==> src/press_pkg.sv <==
`default_nettype none

package press_pkg;

    // Press timing in 1 kHz ticks
    localparam int DEBOUNCE_TICKS   = 20;     // 20 ms of stable high before a press counts
    localparam int LONG_PRESS_TICKS = 1500;   // 1.5 s of hold after debounce
    localparam int TIMER_W          = 11;     // Covers up to 2047 ticks

    // Display data widths
    localparam int BCD_W = 4;                 // One decimal digit
    localparam int SEG_W = 7;                 // Segments g down to a

    // Button FSM states
    typedef enum logic [1:0] {
        idle       = 2'b00,                   // Waiting for the button
        debouncing = 2'b01,                   // Button high, not yet trusted
        pressed    = 2'b10,                   // Accepted press, timing the hold
        long_press = 2'b11                    // Long press reported, wait for release
    } press_state_t;

    // Common-cathode patterns, a segment is lit when its bit is high
    localparam logic [SEG_W-1:0] SEG_TABLE [10] = '{
        7'h3F,                                // 0
        7'h06,                                // 1
        7'h5B,                                // 2
        7'h4F,                                // 3
        7'h66,                                // 4
        7'h6D,                                // 5
        7'h7D,                                // 6
        7'h07,                                // 7
        7'h7F,                                // 8
        7'h6F                                 // 9
    };

endpackage

`default_nettype wire

==> src/pushbutton_processor.sv <==
`timescale 1ns/100ps
`default_nettype none

module pushbutton_processor
    import press_pkg::*;
(
    input  logic clk_1khz,
    input  logic rst_n,
    input  logic pushbutton_i,   // Raw contact, not yet in the clock domain
    output logic count_up,       // One-cycle pulse after a short press
    output logic count_down      // One-cycle pulse when a hold turns long
);

    logic               button_sync;   // Button after the synchronizer flop
    press_state_t       state;
    press_state_t       state_nxt;
    logic [TIMER_W-1:0] timer;         // Shared by debounce and hold timing
    logic [TIMER_W-1:0] timer_nxt;
    logic               up_nxt;
    logic               down_nxt;

    // Single synchronizer stage
    always_ff @(posedge clk_1khz or negedge rst_n) begin
        if (!rst_n) begin
            button_sync <= 1'b0;
        end else begin
            button_sync <= pushbutton_i;
        end
    end

    // Next state, timer and pulse requests
    always_comb begin
        state_nxt = state;
        timer_nxt = timer;
        up_nxt    = 1'b0;   // Pulses only last the cycle they are requested
        down_nxt  = 1'b0;

        case (state)
            idle: begin
                timer_nxt = '0;
                if (button_sync) begin
                    // First high cycle already counts toward debounce
                    state_nxt = debouncing;
                    timer_nxt = TIMER_W'(1);
                end
            end

            debouncing: begin
                if (!button_sync) begin
                    state_nxt = idle;   // Bounce, drop it silently
                    timer_nxt = '0;
                end else if (timer == TIMER_W'(DEBOUNCE_TICKS - 1)) begin
                    state_nxt = pressed;   // This is the last needed high cycle
                    timer_nxt = '0;        // Restart for hold time
                end else begin
                    timer_nxt = timer + TIMER_W'(1);
                end
            end

            pressed: begin
                if (!button_sync) begin
                    // Released early enough for a short press
                    state_nxt = idle;
                    timer_nxt = '0;
                    up_nxt    = 1'b1;
                end else if (timer == TIMER_W'(LONG_PRESS_TICKS - 1)) begin
                    state_nxt = long_press;
                    timer_nxt = '0;
                    down_nxt  = 1'b1;     // Reported once, not on release
                end else begin
                    timer_nxt = timer + TIMER_W'(1);
                end
            end

            long_press: begin
                timer_nxt = '0;
                if (!button_sync) begin
                    state_nxt = idle;     // Release after long press is silent
                end
            end

            default: begin
                state_nxt = idle;
                timer_nxt = '0;
            end
        endcase
    end

    // FSM and timer registers
    always_ff @(posedge clk_1khz or negedge rst_n) begin
        if (!rst_n) begin
            state <= idle;
            timer <= '0;
        end else begin
            state <= state_nxt;
            timer <= timer_nxt;
        end
    end

    // Registered pulses, high for exactly one cycle
    always_ff @(posedge clk_1khz or negedge rst_n) begin
        if (!rst_n) begin
            count_up   <= 1'b0;
            count_down <= 1'b0;
        end else begin
            count_up   <= up_nxt;     // Falls again on the next edge
            count_down <= down_nxt;
        end
    end

endmodule

`default_nettype wire

==> src/bcd_counter.sv <==
`timescale 1ns/100ps
`default_nettype none

module bcd_counter
    import press_pkg::*;
(
    input  logic             clk_1khz,
    input  logic             rst_n,
    input  logic             count_up,     // Add one
    input  logic             count_down,   // Subtract one
    output logic [BCD_W-1:0] tens,
    output logic [BCD_W-1:0] ones
);

    logic [BCD_W-1:0] tens_nxt;
    logic [BCD_W-1:0] ones_nxt;

    // Decimal step with carry and borrow between digits
    always_comb begin
        tens_nxt = tens;
        ones_nxt = ones;

        case ({count_up, count_down})
            2'b10: begin
                if (ones == BCD_W'(9)) begin
                    ones_nxt = '0;   // Carry into tens
                    tens_nxt = (tens == BCD_W'(9)) ? '0 : tens + BCD_W'(1);   // 99 wraps to 00
                end else begin
                    ones_nxt = ones + BCD_W'(1);
                end
            end

            2'b01: begin
                if (ones == '0) begin
                    ones_nxt = BCD_W'(9);   // Borrow from tens
                    tens_nxt = (tens == '0) ? BCD_W'(9) : tens - BCD_W'(1);   // 00 wraps to 99
                end else begin
                    ones_nxt = ones - BCD_W'(1);
                end
            end

            default: begin
                // No pulse, or both at once, holds the count
                tens_nxt = tens;
                ones_nxt = ones;
            end
        endcase
    end

    // Digit registers
    always_ff @(posedge clk_1khz or negedge rst_n) begin
        if (!rst_n) begin
            tens <= '0;
            ones <= '0;
        end else begin
            tens <= tens_nxt;
            ones <= ones_nxt;
        end
    end

endmodule

`default_nettype wire

==> src/seven_seg_mux.sv <==
`timescale 1ns/100ps
`default_nettype none

module seven_seg_mux
    import press_pkg::*;
(
    input  logic             clk_1khz,
    input  logic             rst_n,
    input  logic [BCD_W-1:0] tens,
    input  logic [BCD_W-1:0] ones,
    output logic [SEG_W-1:0] seg,        // Active high, g down to a
    output logic [1:0]       digit_en    // Bit 0 lights ones, bit 1 lights tens
);

    logic             sel;         // High while the tens digit is lit
    logic [BCD_W-1:0] digit_nxt;   // Digit to show after the next edge

    // Segment lookup with blanking for non-decimal codes
    function automatic logic [SEG_W-1:0] seg_lookup(input logic [BCD_W-1:0] digit);
        logic [SEG_W-1:0] pattern;
        if (digit > BCD_W'(9)) begin
            pattern = '0;   // Dark rather than a garbage glyph
        end else begin
            pattern = SEG_TABLE[digit];
        end
        return pattern;
    endfunction

    // The digit not lit now is the one loaded next
    always_comb begin
        digit_nxt = sel ? ones : tens;
    end

    // Select toggles every clock
    always_ff @(posedge clk_1khz or negedge rst_n) begin
        if (!rst_n) begin
            sel <= 1'b0;   // Ones digit lit out of reset
        end else begin
            sel <= ~sel;
        end
    end

    // Segments follow the select on the same edge
    always_ff @(posedge clk_1khz or negedge rst_n) begin
        if (!rst_n) begin
            seg <= SEG_TABLE[0];   // Counter resets to 00
        end else begin
            seg <= seg_lookup(digit_nxt);
        end
    end

    // One-hot enable straight from the select flop
    assign digit_en = {sel, ~sel};

endmodule

`default_nettype wire

==> src/press_counter_top.sv <==
`timescale 1ns/100ps
`default_nettype none

module press_counter_top
    import press_pkg::*;
(
    input  logic             clk_1khz,
    input  logic             rst_n,
    input  logic             pushbutton_i,   // Raw button pin
    output logic [BCD_W-1:0] tens,           // Count, tens digit
    output logic [BCD_W-1:0] ones,           // Count, ones digit
    output logic [SEG_W-1:0] seg,            // Shared segment lines
    output logic [1:0]       digit_en        // Common-cathode digit enables
);

    logic count_up;     // Short press pulse
    logic count_down;   // Long press pulse

    // Button front end
    pushbutton_processor u_pushbutton_processor (
        .clk_1khz     (clk_1khz),
        .rst_n        (rst_n),
        .pushbutton_i (pushbutton_i),
        .count_up     (count_up),
        .count_down   (count_down)
    );

    // Two-digit count
    bcd_counter u_bcd_counter (
        .clk_1khz   (clk_1khz),
        .rst_n      (rst_n),
        .count_up   (count_up),
        .count_down (count_down),
        .tens       (tens),
        .ones       (ones)
    );

    // Display driver
    seven_seg_mux u_seven_seg_mux (
        .clk_1khz (clk_1khz),
        .rst_n    (rst_n),
        .tens     (tens),
        .ones     (ones),
        .seg      (seg),
        .digit_en (digit_en)
    );

endmodule

`default_nettype wire

==> config.mk <==
export PLATFORM = sky130hd
export DESIGN_NAME = press_counter_top
export DESIGN_NICKNAME = d
export VERILOG_FILES = /design/src/press_pkg.sv /design/src/pushbutton_processor.sv /design/src/bcd_counter.sv /design/src/seven_seg_mux.sv /design/src/press_counter_top.sv
export SDC_FILE = /design/constraint.sdc
export NUM_CORES = 1
export LEC_CHECK = 0
export BUFFER_PORTS_ARGS = -buffer_cell sky130_fd_sc_hd__buf_2
export CAP_MARGIN = 0
export CORE_ASPECT_RATIO = 1.5
export CORE_MARGIN = 2
export CORE_UTILIZATION = 59
export DETAILED_ROUTE_END_ITERATION = 7
export PLACE_DENSITY = 0.82
export SYNTH_ARGS = -nofsm -noshare
export SYNTH_HDL_FRONTEND = slang
export SYNTH_HIERARCHICAL = 1
export SYNTH_SLANG_ARGS = --single-unit
==> constraint.sdc <==
create_clock -name clk_1khz -period 2.2 [get_ports clk_1khz]
set_input_delay 0.22 -clock clk_1khz [delete_from_list [all_inputs] [get_ports clk_1khz]]
set_output_delay 0.22 -clock clk_1khz [all_outputs]
set_load 0.01 [all_outputs]
## Yosys cells after proc, flatten, opt, wreduce, memory -nomap -nowiden

Memory sizes are Yosys's and may differ from the RTL's.
Index checks and enable logic that the tools add are counted.

- Bits in registers: 32
- Bits in latches: 0
- Bits in writable memories: 0
- ROM bits: 112
- Bits of input ports: 3
- Output and inout bits: 17
- Word-level logic and storage cells: 70
- Memories kept: 1

Memories:

| name | words | bits a word | read ports | clocked after Yosys merged registers in | write ports | line | RTL |
|---|---|---|---|---|---|---|---|
| (name not given) | 16 | 7 | 1 | 0 | 0 | seven_seg_mux.sv:24 | `pattern = SEG_TABLE[digit];` |

- Add/subtract/negate cells: 5
- Multipliers: 0
- Div/mod/pow operators: 0
- Order comparisons: 2
- Eq/ne operators: 15
- Shifts and indexed selects: 0
- Mux-type cells: 30
- Bitwise gates (word level): 2
- Reduce and logical (&&, ||, !) cells: 6

Operator list:

| operator | number |
|---|---|
| two-way mux 11 bit | 4 |
| case mux 11 bit (4 select lines) | 1 |
| two-way mux 4 bit | 7 |
| two-way mux 7 bit | 3 |
| case mux 4 bit (2 select lines) | 2 |
| two-way mux 2 bit | 6 |
| adder 11 x 1 -> 11 bit, second input constant | 1 |
| == test 11 bit, second input constant | 1 |
| == test 11 x 5 -> 1 bit, second input constant | 1 |
| adder 4 x 1 -> 4 bit, second input constant | 2 |
| == test 4 bit, second input constant | 2 |
| logical NOT 4 bit | 2 |
| case mux 2 bit (4 select lines) | 1 |
| subtractor 4 x 1 -> 4 bit, second input constant | 2 |
| == test 2 bit, second input constant | 3 |
| two-way mux 1 bit | 6 |
| != test 2 x 1 -> 1 bit, second input constant | 3 |
| != test 3 bit, second input constant | 2 |
| >= comparator 5 bit, second input constant | 1 |
| inverter 4 -> 5 bit | 1 |
| == test 2 x 1 -> 1 bit, second input constant | 2 |
| greater-than comparator 4 bit, second input constant | 1 |
| AND reduction 4 bit | 1 |
| AND reduction 3 bit | 1 |
| 4 further kinds | 4 |

## Longest topological paths before layout

- Depth in word-level cells: 6
- Depth in mapped cells: 7
- Gate-level depth less buffers: 6

## By module

The synthesis kept the hierarchy.

Modules (own cells, without submodules):

| module | instances | cells an instance | area each (um^2) | seq. area each (um^2) |
|---|---|---|---|---|
| pushbutton_processor | 1 | 78 | 858.3 | 400.4 |
| bcd_counter | 1 | 77 | 665.6 | 200.2 |
| seven_seg_mux | 1 | 46 | 508.0 | 207.7 |

## Worst setup path after synthesis

Ideal clock, no wire load.

- Path type: flip-flop to flip-flop
- From: register u_seven_seg_mux.sel
- To: register u_seven_seg_mux.seg[5]
- Library setup time: 0.077 ns
- Arrival time: 1.959 ns
- Path slack: 0.164 ns
- Cell stages (with the launch flop): 8
- Path buffers: 1
- Clock period less this slack: 2.036 ns
- Cells stage by stage: dfrtp_1 -> buf_6 -> mux2i_1 -> inv_1 -> ha_1 -> or2_2 -> mux2_4 -> a21o_1

- Longest elaborated chain between the ends: 6
- Elaborated cells on any way between the ends: 7

RTL lines:

| element | line | RTL |
|---|---|---|
| start: declaration | seven_seg_mux.sv:15 | `logic sel;` |
| start signal: assignment | seven_seg_mux.sv:39 | `sel <= ~sel;` |
| two-way mux 4 bit (*) | seven_seg_mux.sv:31 | `digit_nxt = sel ? ones : tens;` |
| inverter 4 -> 5 bit (implied by the code) | seven_seg_mux.sv:24 |  |
| memory read (16 x 7 bit) | -- |  |
| two-way mux 7 bit (implied by the code) (2 in series) | seven_seg_mux.sv:24 |  |
| two-way mux 7 bit (*) | seven_seg_mux.sv:21 | `if (digit > BCD_W'(9)) begin` |
| end signal: assignment | seven_seg_mux.sv:46 | `seg <= SEG_TABLE[0];` |
| end signal: assignment | seven_seg_mux.sv:48 | `seg <= seg_lookup(digit_nxt);` |
| end: declaration | seven_seg_mux.sv:11 | `output logic [SEG_W-1:0] seg,` |

Every way passes the cells marked *; elsewhere a longest branch is shown, timed or not. The select of a mux whose other input is x is not followed.
A chain may end at the register's enable or synchronous reset.

## Worst setup path after layout

- From: register u_pushbutton_processor.timer[5]
- To: register u_pushbutton_processor.timer[6]

- Longest elaborated chain between the ends: 4
- Elaborated cells on any way between the ends: 8

RTL lines:

| element | line | RTL |
|---|---|---|
| start: declaration | pushbutton_processor.sv:17 | `logic [TIMER_W-1:0] timer;` |
| start signal: assignment | pushbutton_processor.sv:96 | `timer <= timer_nxt;` |
| adder 11 x 1 -> 11 bit, or another cell as far along | pushbutton_processor.sv:56, pushbutton_processor.sv:71 |  |
| two-way mux 11 bit (on tied branches) | pushbutton_processor.sv:66, pushbutton_processor.sv:52 |  |
| two-way mux 11 bit (on tied branches) | pushbutton_processor.sv:61, pushbutton_processor.sv:49 |  |
| case mux 11 bit (4 select lines) (*) | pushbutton_processor.sv:38 | `case (state)` |
| net u_pushbutton_processor.timer_nxt[6] | pushbutton_processor.sv:18 | `logic [TIMER_W-1:0] timer_nxt;` |

The timed path passes the listed nets; every way through them passes the cells marked *.

==> results.py <==
metrics = {
    "synth": {
        "yosys.area_share.adder_pct": 6.03,
        "ys_top_cells_by_count": "dfrtp_1, inv_1, o21ai_0, nand2_1, ha_1",
        "yosysMostFrequentCell": "dfrtp_1",
        "synth_edf_count": 0,
        "seq_area_frac_synth_pct": 39.8,
        "syn-instance-count": 201,
        "synth_top_area_share_pct": 32.0,
        "yosysTopAreaCell": "dfrtp_1",
        "synth_area_leaders": "dfrtp_1, dfstp_2, ha_1",
        "synth_top_family_by_area": "compound AO/OA/AOI/OAI gates",
        "synth_nets": 213,
        "synthDistinctLibCells": 60,
        "synth_xor_area_share_pct": 3.02,
        "async_reset_ff_share_pct": 100,
        "yosys_warnings": 6,
        "synth-compound-area-share_pct": 23.0,
        "syn_area_per_cell_um2": 10.1,
        "synth-simple-area-share_pct": 17.1,
        "synth_area_um2": 2030,
        "ys_ff_latch": 32,
        "synth_ff_type": "dfrtp_1",
        "synth.mux.area_fraction_pct": 4.68,
    },
    "setup_path": {
        "cp_num_buf_inv": 0,
        "cp-startpoint": "u_pushbutton_processor/timer[5]",
        "worstSetupPathType": "flop to flop",
        "critPathMaxFanout": 10,
        "cp-end-kind": "flop",
        "slowest_stage": "or4b_1",
        "timing.rr.start": "u_pushbutton_processor/timer[5]",
        "critPathMaxStageDelay_ns": 0.72,
        "start_kind": "flop",
        "crit_arrival_ns": 2.19,
        "path_cells": "or4b_1 -> o311ai_4 -> a221oi_1",
        "crit_family": "compound AO/OA/AOI/OAI gates",
        "worstPathRequired_ns": 2.34,
    },
    "final_layout": {
        "diodes": 0,
        "fin_nets": 238,
        "postLayoutCoreUtil_pct": 69.3,
        "area_growth_pct": 14.3,
        "seq_area_um2": 808,
        "fillers": 284,
        "multi_input_area_um2": 1090,
        "layout-drive-gt1-share_pct": 25.6,
    },
    "run": {
        "cap_violations": 0,
    },
    "global_routing": {
        "grt_pass1_vias": 1667,
        "grt_util_all_layers_pct": 25.9,
        "globalRouteOverflowTotal": 0,
        "antenna_found_initial": 0,
        "grt_first_pass_wirelength_um": 7530,
        "grt_max_degree": 33,
    },
    "timing": {
        "tns_ns": 0,
        "worstMarginPinSlew_ns": 0.717,
        "setup_viol": 0,
        "finalHoldViolCount": 0,
        "rsz0062_at_grt": "no",
        "relSlewSlack_pct": 52.2,
        "fmax_mhz": 487,
        "period_share_pct": 93.3,
        "finalCriticalPeriod_ns": 2.05,
        "slew_viol_final": 0,
        "fin_skew_ns": 0.0111,
    },
    "routing": {
        "ant_nets": 0,
        "wl_um": 4520,
        "vias": 1652,
        "vias_per_cell": 6.14,
        "drc_errors": 0,
        "wl_per_cell_um": 16.8,
        "firstDrtPassIters": 4,
        "drt_iter0_markers": 34,
    },
    "clock_network": {
        "clockBufferDepth": 2,
        "cts_made_buffers": 5,
        "cts.clk_slew.worst_paths_ns": 0.07,
        "cts_tree": "done",
        "clock_latency_ns": 0.29,
        "h-tree-depth": 2,
        "cts_resized": 0,
        "cts_num_sinks": 32,
        "cts_root_buffer": "clkbuf_8",
    },
    "pwr": {
        "leakage_nw": 0.972,
        "cellPowerDensity_nw_per_um2": 537,
        "peakVddDrop_uv": 483,
    },
    "placed_design": {
        "dp_hpwl_um": 3170,
        "place_congestion": 0.862,
        "port_buffers": 19,
    },
    "die": {
        "die_x_um": 51.9,
        "coreArea_um2": 3350,
        "die_h_um": 75.9,
        "start_util_pct": 60.6,
        "dieArea_um2": 3940,
        "io_pins": 20,
        "fp-row-count": 26,
    },
    "worst_hold_path": {
        "hold_path.class": "input port to flop",
        "hp-start": "pushbutton_i",
    },
    "run_status": {
        "outcome": "finished clean",
    },
}
## path summary, 6_finish.rpt
kind | endpoint | slack (ns) | cells past startpoint
max in group asynchronous | u_pushbutton_processor/timer[3] | 1.21 | 2
min in group asynchronous | u_pushbutton_processor/count_up | 0.52 | 2
worst max register to register | u_pushbutton_processor/timer[6] | 0.15 | 3
worst max-delay path | u_pushbutton_processor/timer[6] | 0.15 | 3
worst min-delay path | u_pushbutton_processor/button_sync | 0.04 | 1
worst min register to register | u_pushbutton_processor/count_up | 0.55 | 1
## cell families (layout without fill, tap and decap cells)
logic type      after synthesis  count (layout)
flops                        32              32
buf+inv                      28              54
fa+ha+maj                    10              10
mux                           8               8
xor+xnor                      7               7
compound gates               59              59
simple gates                 57              57
## worst reg2reg max path, cell delays in order, from the launching register on
cell,delay [ns]
dfrtp_1,0.43
or4b_1,0.72
o311ai_4,0.56
a221oi_1,0.19
## metal layers
metal	vias up	global-route usage, %	wire (µm)
met5	-	0	0
li1	799	-	-
met2	44	48.4	2560
met3	8	5.29	150
met1	801	26.2	1740
met4	0	14.3	73
## report_power, final
group          leakage (nW)  internal [mW]  total (mW)  switching, mW
combinational         0.493        0.00853      0.0307         0.0222
clock                0.0645          0.400       0.618          0.218
sequential            0.415          0.593       0.599        0.00588
## sequential cells by signal, summed over array words and instances, names as in the netlist
| name | count |
|---|---|
| u_pushbutton_processor/button_sync | 1 |
| u_pushbutton_processor/count_down | 1 |
| u_bcd_counter/tens | 4 |
| u_seven_seg_mux/sel | 1 |
| u_seven_seg_mux/seg | 7 |
| u_pushbutton_processor/count_up | 1 |
| u_pushbutton_processor/state | 2 |
| u_bcd_counter/ones | 4 |
| u_pushbutton_processor/timer | 11 |
## layout by cell type, fill, tap and decap left out, types with 3 or more instances in the layout
cell type,count
buf_2,19
dfstp_2,6
xnor2_1,6
o21ai_0,15
a221oi_1,6
a211oi_1,4
o31ai_1,4
ha_1,9
a21oi_1,8
nor4_1,5
buf_4,10
nand4_1,5
nand2_1,10
or3_1,3
dfrtp_1,26
nor2_1,5
inv_1,16
nand3_1,5
clkbuf_8,7
or4_1,5
mux2i_1,4
## through the flow
| stage | instances | power [mW] | instance area (µm²) | setup slack (ns) | hold slack [ns] |
|---|---|---|---|---|---|
| floorplan | 201 | 0.621 | 2030 | 0.164 | -0.0756 |
| global placement | 260 | 0.639 | 2190 | 0.220 | 0.306 |
| detailed placement | 260 | 0.640 | 2190 | 0.166 | 0.312 |
| CTS | 269 | 1.27 | 2320 | 0.166 | 0.0232 |
| global route | 269 | 1.29 | 2320 | 0.0313 | 0.0284 |
| finish | 269 | 1.25 | 2320 | 0.148 | 0.0353 |
## layout make-up
| cell class | instances | share of cell area [%] |
|---|---|---|
| multi-input combinational | 141 | 47.1 |
| sequential | 32 | 34.8 |
| timing repair buffer | 30 | 7.76 |
| clock buffer | 7 | 4.15 |
| inverter | 16 | 2.59 |
| tap | 42 | 2.26 |
| clock inverter | 1 | 1.29 |
## what timing repair did
action | in CTS | in global routing
hold buffers | 1 | 0
buffers inserted | 0 | 0
hold endpoints to repair | 17 | 0
endpoints found under the setup margin | 0 | 0
Power figures use the tool's default switching activity.
